File: config.mk
export PLATFORM = sky130hd
export DESIGN_NAME = dnc_memory_matrix
export DESIGN_NICKNAME = d
export VERILOG_FILES = /design/src/verilog/dnc_pkg.sv /design/src/verilog/dnc_memory_matrix.sv /design/src/verilog/dnc_memory_drain.sv /design/src/verilog/dnc_row_update.sv /design/src/verilog/dnc_write_loader.sv
export SDC_FILE = /design/constraint.sdc
export NUM_CORES = 2
export LEC_CHECK = 0
export BUFFER_PORTS_ARGS = -buffer_cell sky130_fd_sc_hd__buf_2
export CAP_MARGIN = 40
export CORE_ASPECT_RATIO = 1.25
export CORE_MARGIN = 3
export CORE_UTILIZATION = 38
export CTS_CLUSTER_SIZE = 12
export DETAILED_ROUTE_END_ITERATION = 8
export GPL_TIMING_DRIVEN = 0
export PLACE_DENSITY = 0.51
export SLEW_MARGIN = 10
export SYNTH_ARGS = -nofsm -noshare
export SYNTH_HDL_FRONTEND = slang
export SYNTH_SLANG_ARGS = --single-unit
File: constraint.sdc
create_clock -name CLK -period 34.4 [get_ports CLK]
set_clock_uncertainty 0.2 [all_clocks]
set_input_delay 0 -clock CLK [delete_from_list [all_inputs] [get_ports CLK]]
set_output_delay 0 -clock CLK [all_outputs]
set_load 0.05 [all_outputs]
File: src/verilog/dnc_pkg.sv
// Matrix sizes, number formats, load and column-op structs, element update function
`default_nettype none

package dnc_pkg;

  //////////////////////////////////////////////////
  // Sizes and formats
  //////////////////////////////////////////////////

  // Memory rows N and columns W
  localparam int unsigned n_rows = 4;
  localparam int unsigned w_cols = 8;

  // Word and fraction widths
  localparam int unsigned data_w = 16;
  localparam int unsigned frac_w = 8;

  // Fraction scale, a value x means x/256
  localparam int unsigned frac_one = 1 << frac_w;

  typedef logic [$clog2(n_rows)-1:0] row_idx_t;
  typedef logic [$clog2(w_cols)-1:0] col_idx_t;
  typedef logic [data_w-1:0]         mem_word_t;
  typedef logic [frac_w-1:0]         frac_t;

  // Final row and column index
  localparam row_idx_t row_max = row_idx_t'(n_rows - 1);
  localparam col_idx_t col_max = col_idx_t'(w_cols - 1);

  //////////////////////////////////////////////////
  // Lane payloads
  //////////////////////////////////////////////////

  // One initial matrix element
  typedef struct packed {
    logic      valid;
    row_idx_t  row;
    col_idx_t  col;
    mem_word_t word;
  } mem_load_t;

  // One column of erase and write values
  typedef struct packed {
    logic      valid;
    col_idx_t  col;
    frac_t     erase;
    mem_word_t value;
  } col_op_t;

  // M(j,k) = M(j,k)*(1 - w(j)*e(k)) + w(j)*v(k)
  // Each product truncated right after its multiply
  function automatic mem_word_t dnc_update(input mem_word_t old_word,
                                           input frac_t     weight,
                                           input frac_t     erase,
                                           input mem_word_t value);
    logic [2*frac_w-1:0]      erase_full;
    frac_t                    erase_prod;
    logic [frac_w:0]          keep;
    logic [data_w+frac_w:0]   kept_full;
    logic [data_w+frac_w-1:0] added_full;
    mem_word_t                kept;
    mem_word_t                added;
    erase_full = weight * erase;
    erase_prod = erase_full[2*frac_w-1:frac_w];
    // Keep factor 1 - w*e, at most 256
    keep       = (frac_w + 1)'(frac_one) - {1'b0, erase_prod};
    kept_full  = old_word * keep;
    kept       = kept_full[data_w+frac_w-1:frac_w];
    added_full = weight * value;
    added      = added_full[data_w+frac_w-1:frac_w];
    // Sum wraps at 16 bits
    return kept + added;
  endfunction

endpackage

`default_nettype wire
File: src/verilog/dnc_memory_matrix.sv
// Memory write stage top with run sequencer, loader, row lanes and output drain
`default_nettype none

module dnc_memory_matrix (
  input  logic               CLK,
  input  logic               RST,
  input  logic               START,
  output logic               READY,
  input  logic               M_IN_J_ENABLE,
  input  logic               M_IN_K_ENABLE,
  input  logic               W_IN_J_ENABLE,
  input  logic               V_IN_K_ENABLE,
  input  logic               E_IN_K_ENABLE,
  input  dnc_pkg::mem_word_t M_IN,
  input  dnc_pkg::mem_word_t V_IN,
  input  dnc_pkg::frac_t     W_IN,
  input  dnc_pkg::frac_t     E_IN,
  output dnc_pkg::mem_word_t M_OUT,
  output logic               M_OUT_J_ENABLE,
  output logic               M_OUT_K_ENABLE
);

  typedef enum logic [1:0] {
    st_idle,
    st_busy,
    st_settle,
    st_drain
  } seq_state_t;

  seq_state_t state;
  // Second settle cycle
  logic       settle_cnt;

  logic active;
  logic go;
  logic drain_done;

  // Loader outputs
  dnc_pkg::mem_load_t                   mem_load;
  dnc_pkg::frac_t [dnc_pkg::n_rows-1:0] weights;
  dnc_pkg::col_op_t                     col_op;
  logic                                 last_col;

  // Lane read path
  dnc_pkg::col_idx_t                        rd_col;
  dnc_pkg::mem_word_t [dnc_pkg::n_rows-1:0] rows_rd;

  //////////////////////////////////////////////////
  // Run sequencer
  //////////////////////////////////////////////////

  always_ff @(posedge CLK or posedge RST) begin
    if (RST) begin
      state      <= st_idle;
      settle_cnt <= 1'b0;
    end else begin
      case (state)
        st_idle: begin
          if (START) begin
            state <= st_busy;
          end
        end
        st_busy: begin
          settle_cnt <= 1'b0;
          if (last_col) begin
            state <= st_settle;
          end
        end
        st_settle: begin
          // Two cycles for the lane pipeline to empty
          settle_cnt <= 1'b1;
          if (settle_cnt) begin
            state <= st_drain;
          end
        end
        st_drain: begin
          if (drain_done) begin
            state <= st_idle;
          end
        end
        default: begin
          state <= st_idle;
        end
      endcase
    end
  end

  // Inputs only accepted while busy
  assign active = (state == st_busy);
  assign go     = (state == st_settle) && settle_cnt;
  assign READY  = drain_done;

  //////////////////////////////////////////////////
  // Loader, lanes and drain
  //////////////////////////////////////////////////

  dnc_write_loader loader_inst (
    .CLK        (CLK),
    .RST        (RST),
    .active     (active),
    .m_j_strobe (M_IN_J_ENABLE),
    .m_k_strobe (M_IN_K_ENABLE),
    .w_strobe   (W_IN_J_ENABLE),
    .e_strobe   (E_IN_K_ENABLE),
    .v_strobe   (V_IN_K_ENABLE),
    .m_in       (M_IN),
    .v_in       (V_IN),
    .w_in       (W_IN),
    .e_in       (E_IN),
    .mem_load   (mem_load),
    .weights    (weights),
    .col_op     (col_op),
    .last_col   (last_col)
  );

  // One lane per matrix row
  for (genvar j = 0; j < dnc_pkg::n_rows; j++) begin : g_lane
    dnc_row_update lane_inst (
      .CLK      (CLK),
      .RST      (RST),
      .row      (dnc_pkg::row_idx_t'(j)),
      .mem_load (mem_load),
      .weight   (weights[j]),
      .col_op   (col_op),
      .rd_col   (rd_col),
      .rd_word  (rows_rd[j])
    );
  end

  dnc_memory_drain drain_inst (
    .CLK      (CLK),
    .RST      (RST),
    .go       (go),
    .rows     (rows_rd),
    .rd_col   (rd_col),
    .m_out    (M_OUT),
    .j_strobe (M_OUT_J_ENABLE),
    .k_strobe (M_OUT_K_ENABLE),
    .done     (drain_done)
  );

endmodule

`default_nettype wire

File: src/verilog/dnc_memory_drain.sv
// Output drain walking the lanes in row-major order with output strobes
`default_nettype none

module dnc_memory_drain (
  input  logic                                     CLK,
  input  logic                                     RST,
  input  logic                                     go,
  input  dnc_pkg::mem_word_t [dnc_pkg::n_rows-1:0] rows,
  output dnc_pkg::col_idx_t                        rd_col,
  output dnc_pkg::mem_word_t                       m_out,
  output logic                                     j_strobe,
  output logic                                     k_strobe,
  output logic                                     done
);

  // Walk position
  dnc_pkg::row_idx_t j_cnt;
  dnc_pkg::col_idx_t k_cnt;

  logic running;
  logic emit;
  logic at_last;
  // High with the final element
  logic last_q;

  assign emit    = go || running;
  assign at_last = (j_cnt == dnc_pkg::row_max) && (k_cnt == dnc_pkg::col_max);

  // All lanes read the same column
  assign rd_col = k_cnt;

  always_ff @(posedge CLK or posedge RST) begin
    if (RST) begin
      j_cnt    <= '0;
      k_cnt    <= '0;
      running  <= 1'b0;
      m_out    <= '0;
      j_strobe <= 1'b0;
      k_strobe <= 1'b0;
      last_q   <= 1'b0;
      done     <= 1'b0;
    end else begin
      j_strobe <= 1'b0;
      k_strobe <= 1'b0;
      last_q   <= emit && at_last;
      // Ready pulse trails the last element
      done     <= last_q;
      if (emit) begin
        m_out    <= rows[j_cnt];
        k_strobe <= 1'b1;
        // J marks each row's first element
        j_strobe <= (k_cnt == '0);
        if (at_last) begin
          running <= 1'b0;
          j_cnt   <= '0;
          k_cnt   <= '0;
        end else begin
          running <= 1'b1;
          if (k_cnt == dnc_pkg::col_max) begin
            k_cnt <= '0;
            j_cnt <= j_cnt + 1'b1;
          end else begin
            k_cnt <= k_cnt + 1'b1;
          end
        end
      end
    end
  end

endmodule

`default_nettype wire

File: src/verilog/dnc_row_update.sv
// Row update lane with one-stage erase/write pipeline and column read port
`default_nettype none

module dnc_row_update (
  input  logic               CLK,
  input  logic               RST,
  input  dnc_pkg::row_idx_t  row,
  input  dnc_pkg::mem_load_t mem_load,
  input  dnc_pkg::frac_t     weight,
  input  dnc_pkg::col_op_t   col_op,
  input  dnc_pkg::col_idx_t  rd_col,
  output dnc_pkg::mem_word_t rd_word
);

  //////////////////////////////////////////////////
  // Row storage and pipeline stage
  //////////////////////////////////////////////////

  // One word per column
  dnc_pkg::mem_word_t words [dnc_pkg::w_cols];

  // Column op in flight
  dnc_pkg::col_op_t   op_q;
  // Old word captured alongside it
  dnc_pkg::mem_word_t old_q;

  logic load_hit;

  // Broadcast load, only this row
  assign load_hit = mem_load.valid && (mem_load.row == row);

  always_ff @(posedge CLK or posedge RST) begin
    if (RST) begin
      op_q <= '0;
    end else begin
      op_q <= col_op;
    end
  end

  // Read old word in the op's own cycle
  always_ff @(posedge CLK) begin
    if (col_op.valid) begin
      old_q <= words[col_op.col];
    end
  end

  //////////////////////////////////////////////////
  // Word update
  //////////////////////////////////////////////////

  always_ff @(posedge CLK or posedge RST) begin
    if (RST) begin
      for (int k = 0; k < dnc_pkg::w_cols; k++) begin
        words[k] <= '0;
      end
    end else begin
      // Stage result lands one cycle after the op
      if (op_q.valid) begin
        words[op_q.col] <= dnc_pkg::dnc_update(old_q, weight, op_q.erase, op_q.value);
      end
      // Initial matrix element
      if (load_hit) begin
        words[mem_load.col] <= mem_load.word;
      end
    end
  end

  // Drain read port
  assign rd_word = words[rd_col];

endmodule

`default_nettype wire

File: src/verilog/dnc_write_loader.sv
// Input loader turning matrix, weighting and erase/write strobes into lane operations
`default_nettype none

module dnc_write_loader (
  input  logic                                    CLK,
  input  logic                                    RST,
  input  logic                                    active,
  input  logic                                    m_j_strobe,
  input  logic                                    m_k_strobe,
  input  logic                                    w_strobe,
  input  logic                                    e_strobe,
  input  logic                                    v_strobe,
  input  dnc_pkg::mem_word_t                      m_in,
  input  dnc_pkg::mem_word_t                      v_in,
  input  dnc_pkg::frac_t                          w_in,
  input  dnc_pkg::frac_t                          e_in,
  output dnc_pkg::mem_load_t                      mem_load,
  output dnc_pkg::frac_t [dnc_pkg::n_rows-1:0]    weights,
  output dnc_pkg::col_op_t                        col_op,
  output logic                                    last_col
);

  // Matrix phase position
  dnc_pkg::row_idx_t m_row;
  dnc_pkg::col_idx_t m_col;
  dnc_pkg::row_idx_t ld_row;
  dnc_pkg::col_idx_t ld_col;

  // Weighting position
  dnc_pkg::row_idx_t w_cnt;

  // Erase and write columns, counted apart
  dnc_pkg::col_idx_t e_col;
  dnc_pkg::col_idx_t v_col;
  dnc_pkg::col_idx_t op_col;

  // One-slot holding for the early half of a column
  dnc_pkg::frac_t     e_hold;
  dnc_pkg::mem_word_t v_hold;
  logic               e_full;
  logic               v_full;

  logic m_take;
  logic w_take;
  logic e_take;
  logic v_take;
  logic col_done;

  //////////////////////////////////////////////////
  // Strobe qualification
  //////////////////////////////////////////////////

  always_comb begin
    m_take   = active && m_k_strobe;
    w_take   = active && w_strobe;
    e_take   = active && e_strobe;
    v_take   = active && v_strobe;
    // Row start realigns the column
    ld_col   = m_j_strobe ? '0 : m_col;
    ld_row   = (m_j_strobe && m_col != '0) ? m_row + 1'b1 : m_row;
    // Column complete once both halves present
    col_done = (e_full || e_take) && (v_full || v_take);
    // Whichever side arrives now names the column
    op_col   = e_take ? e_col : v_col;
  end

  //////////////////////////////////////////////////
  // Counters and pairing flags
  //////////////////////////////////////////////////

  always_ff @(posedge CLK or posedge RST) begin
    if (RST) begin
      m_row  <= '0;
      m_col  <= '0;
      w_cnt  <= '0;
      e_col  <= '0;
      v_col  <= '0;
      e_full <= 1'b0;
      v_full <= 1'b0;
    end else if (!active) begin
      // Cleared between runs
      m_row  <= '0;
      m_col  <= '0;
      w_cnt  <= '0;
      e_col  <= '0;
      v_col  <= '0;
      e_full <= 1'b0;
      v_full <= 1'b0;
    end else begin
      if (m_take) begin
        m_col <= (ld_col == dnc_pkg::col_max) ? '0 : ld_col + 1'b1;
        m_row <= (ld_col == dnc_pkg::col_max) ? ld_row + 1'b1 : ld_row;
      end
      if (w_take) begin
        w_cnt <= w_cnt + 1'b1;
      end
      if (e_take) begin
        e_col <= e_col + 1'b1;
      end
      if (v_take) begin
        v_col <= v_col + 1'b1;
      end
      if (col_done) begin
        e_full <= 1'b0;
        v_full <= 1'b0;
      end else begin
        if (e_take) begin
          e_full <= 1'b1;
        end
        if (v_take) begin
          v_full <= 1'b1;
        end
      end
    end
  end

  // Held values and weighting table
  always_ff @(posedge CLK) begin
    if (e_take) begin
      e_hold <= e_in;
    end
    if (v_take) begin
      v_hold <= v_in;
    end
    if (w_take) begin
      weights[w_cnt] <= w_in;
    end
  end

  //////////////////////////////////////////////////
  // Registered lane operations
  //////////////////////////////////////////////////

  always_ff @(posedge CLK or posedge RST) begin
    if (RST) begin
      mem_load <= '0;
      col_op   <= '0;
      last_col <= 1'b0;
    end else begin
      mem_load.valid <= m_take;
      mem_load.row   <= ld_row;
      mem_load.col   <= ld_col;
      mem_load.word  <= m_in;
      col_op.valid   <= col_done;
      col_op.col     <= op_col;
      col_op.erase   <= e_take ? e_in : e_hold;
      col_op.value   <= v_take ? v_in : v_hold;
      // Flags the final column op
      last_col       <= col_done && (op_col == dnc_pkg::col_max);
    end
  end

endmodule

`default_nettype wire

==> flow_summary_export.csv <==
group,metric,value,unit
clocking,htree_levels,3,
yosys,ys_types,82,
final_layout,layout.nets,10600,
setup_path,crit-reg2reg-capture,"g_lane[1].lane_inst.words[79]",
clocking,clk_latency,0.76,ns
clocking,cts_sinks,755,
yosys,synth-xor-area-share,2.41,%
setup_path,critPathMaxFanout,10,
yosys,yosysMostFrequentCell,"nand2_1",
die,initial_core_util,38.2,%
die,dieArea,0.219,mm^2
placement,dpl.hpwl,261000,um
worst_hold_path,hold_depth,4,
route,ant_nets,0,
global_routing,gr-usage-met2,48.4,%
final_layout,area_growth,13.1,%
setup_path,worst_path_largest_cell_delay,0.76,ns
setup_path,crit_type,"flip-flop to flip-flop",
clocking,clk_path_buf_depth,3,
yosys,synth_area_leaders,"fa_1, dfrtp_1, ha_1",
global_routing,grt_max_degree,109,
setup_path,critPathCaptureType,"flip-flop",
timing,finalSetupViolations,0,
clocking,cts_tree,"yes",
route,vias_per_cell,5.62,
yosys,synth.mux.area_fraction,10.7,%
yosys,syn_inst,8688,
global_routing,top_usage_layer,"met2",
yosys,synth_area_per_cell,9.35,um^2
global_routing,grt_use_met1,35.2,%
yosys,synth-edff-count,96,
worst_hold_path,hold_path.class,"primary input to flip-flop",
yosys,synth_compound_area_share,9.66,%
yosys,yosysSeqAreaShare,23.7,%
die,chipHeight,523,um
global_routing,grtUsageMet3,5.21,%
yosys,netlist_area,0.0812,mm^2
setup_path,cp-start-kind,"flip-flop",
yosys,synth_top_family_by_area,"adder cells",
yosys,ys_ff_latch,755,
timing,drv_slew,0,
global_routing,antenna_found_initial,27,
clocking,cts_root_buf,"clkbuf_16",
timing,timing.fmax,65.4,MHz
global_routing,grt_pass1_wl,475000,um
global_routing,grt_pass1_vias,70200,
timing,rsz0062_at_grt,"no",
yosys,async_reset_ff_share,84.1,%
setup_path,reg2reg_slack,19.10,ns
global_routing,grtUsageTotal,29.8,%
yosys,synth_top_area_share,21.3,%
route,drc_errors,0,
global_routing,grt.overflow.total,0,
route,wl_per_cell,27.0,um
yosys,synth.net_count,10100,
route,wl,324000,um
yosys,yosysTopAreaCell,"fa_1",
final_layout,post-route-util,43.2,%
die,die_w,419,um
setup_path,critPathSlowestCell,"nor4_1",
clocking,clk_pin_slew_worst_paths,0.06,ns
timing,period_share,44.5,%
yosys,synth_ff_type,"dfrtp_1",
clocking,post-cts-setup-buffers,0,
die,ios,75,
route,vias,67600,
clocking,ctsResizeCount,0,
setup_path,cp.arrival,15.77,ns
die,fp.coreArea,0.212,mm^2
status,status,"completed",
yosys,yosys_warnings,0,
power_and_ir_drop,ir_drop,0.0352,mV
yosys,synthTopCellsByCount,"nand2_1, inv_1, fa_1",
clocking,cts_made_buffers,90,
timing,whs,0.0274,ns
final_layout,layout-drive-gt1-share,9.69,%
route,first_iter_violations,6487,
flow_run,maxCapViolations,0,
yosys,yosys.area_share.simple,16.7,%
setup_path,worst_r2r_path_depth,50,
setup_path,required,34.88,ns
placement,port_buffers,72,
timing,min_period,15.30,ns
power_and_ir_drop,p_per_area,21.3,mW/mm^2
yosys,synthAdderAreaFrac,29.5,%
timing,fin_tns_setup,0,ns
setup_path,rr_startpoint,"g_lane[3].lane_inst.op_q[17]",
timing,finalHoldViolCount,0,
final_layout,fillers,20900,
power_and_ir_drop,leakagePower,42.1,nW
route,drtPass1Iterations,7,
timing,worst_slew_pin_slew,1.02,ns
worst_hold_path,hold_start,"W_IN_J_ENABLE",
placement,routabilityCongestion,1.03,
worst_hold_path,holdPathEnd,"loader_inst.w_cnt[0]",
die,num_rows,189,
timing,max_slew_margin,31.8,%
layout make-up:
cell class / count / area [um^2] / area share (%)
clock inverter: 37 / 410 / 0.447
multi-input combinational: 6368 / 56200 / 61.2
tap: 2769 / 3460 / 3.77
antenna: 13 / 32.5 / 0.0354
timing repair buffer: 393 / 4060 / 4.42
buffer: 547 / 2070 / 2.25
inverter: 1018 / 3830 / 4.17
clock buffer: 127 / 2520 / 2.75
sequential: 755 / 19300 / 21.0
metrics by stage:
step / std cells / cell area (um^2) / power (mW) / worst slack (ns)
6_report: 12000 / 91800 / 1.96 / 19.10
5_1_grt: 12000 / 91800 / 2.01 / 18.34
4_1_cts: 12000 / 91700 / 1.97 / 19.19
3_5_place_dp: 11700 / 87700 / 0.975 / 19.26
3_3_place_gp: 11500 / 85000 / 0.967 / 7.30
2_1_floorplan: 8688 / 81200 / 0.940 / 16.41
routing by layer:
| metal | wire (um) | vias to the layer above |
|---|---|---|
| met4 | 32400 | 18 |
| li1 | - | 29400 |
| met2 | 149000 | 2976 |
| met5 | 131 | - |
| met1 | 120000 | 34200 |
| met3 | 22900 | 1018 |
cell usage in the layout, fill, tap and decap left out, types with 45 or more instances in the layout:
cell / count
nor2_1: 709
buf_1: 59
mux4_2: 288
clkbuf_16: 91
nor3_1: 73
mux2i_1: 82
dfrtp_1: 634
a31oi_1: 45
buf_8: 63
xnor2_1: 130
inv_1: 1017
nand2_1: 1089
dlygate4sd3_1: 108
o21a_1: 58
o21ai_0: 391
a21o_1: 59
buf_6: 97
fa_1: 864
clkbuf_1: 500
edfxtp_1: 96
a21oi_1: 622
buf_2: 80
mux2_2: 123
ha_1: 533
nor2b_1: 146
and2_1: 669
xor2_1: 68
registers in the layout (all words and copies together) (netlist names), 2 cells and up:
name	flops
g_lane.lane_inst.words	512
g_lane.lane_inst.op_q	28
loader_inst.e_hold	8
drain_inst.m_out	16
loader_inst.w_cnt	2
loader_inst.e_col	3
loader_inst.m_col	3
g_lane.lane_inst.old_q	64
loader_inst.m_row	2
loader_inst.v_hold	16
drain_inst.j_cnt	2
drain_inst.rd_col	3
loader_inst.mem_load	22
state	2
loader_inst.v_col	3
loader_inst.col_op	28
loader_inst.weights	32
worst max-delay path: cells and delay by family (launching register included):
family	cells	cell delay [ns]
AO/OA/AOI/OAI	16	3.31
XOR/XNOR	4	1.84
adder cells (fa/ha/maj)	10	3.71
buffers and inverters	7	1.87
flip-flops	1	0.69
multiplexers	1	0.26
AND/OR/NAND/NOR	12	3.34
power by group:
| group | leakage (nW) | internal, mW | total, mW | switching, mW |
|---|---|---|---|---|
| logic | 30.9 | 0.0197 | 0.0643 | 0.0446 |
| clock network | 1.44 | 0.551 | 0.988 | 0.436 |
| registers | 9.75 | 0.903 | 0.906 | 0.00265 |
how the worst max path moves through the flow:
| stage | slack (ns) | from | endpoint |
|---|---|---|---|
| after floorplan | 16.41 | RST | drain_inst.done |
| after global routing | 18.34 | g_lane[3].lane_inst.op_q[17] | g_lane[1].lane_inst.words[15] |
| after CTS | 19.19 | g_lane[3].lane_inst.op_q[17] | g_lane[1].lane_inst.words[15] |
| after detailed placement | 19.26 | g_lane[3].lane_inst.op_q[17] | g_lane[1].lane_inst.words[15] |
| after global placement | 7.30 | RST | g_lane[2].lane_inst.words[116] |
| final | 19.10 | g_lane[3].lane_inst.op_q[17] | g_lane[1].lane_inst.words[79] |
cell families (layout without fill, tap and decap cells):
logic type	after synthesis	count (layout)
simple gates	2900	2900
buf+inv	1565	2122
fa+ha+maj	1398	1398
compound gates	1363	1363
flops	755	755
mux	493	493
xor+xnor	214	214
other cells	0	13
timing repair:
| item | 4_1_cts | 5_1_grt |
|---|---|---|
| endpoints found under the hold margin | 704 | 0 |
| hold buffers | 108 | 0 |
| setup endpoints to repair | 0 | 0 |
No activity file was read; power rests on OpenSTA's default activity.
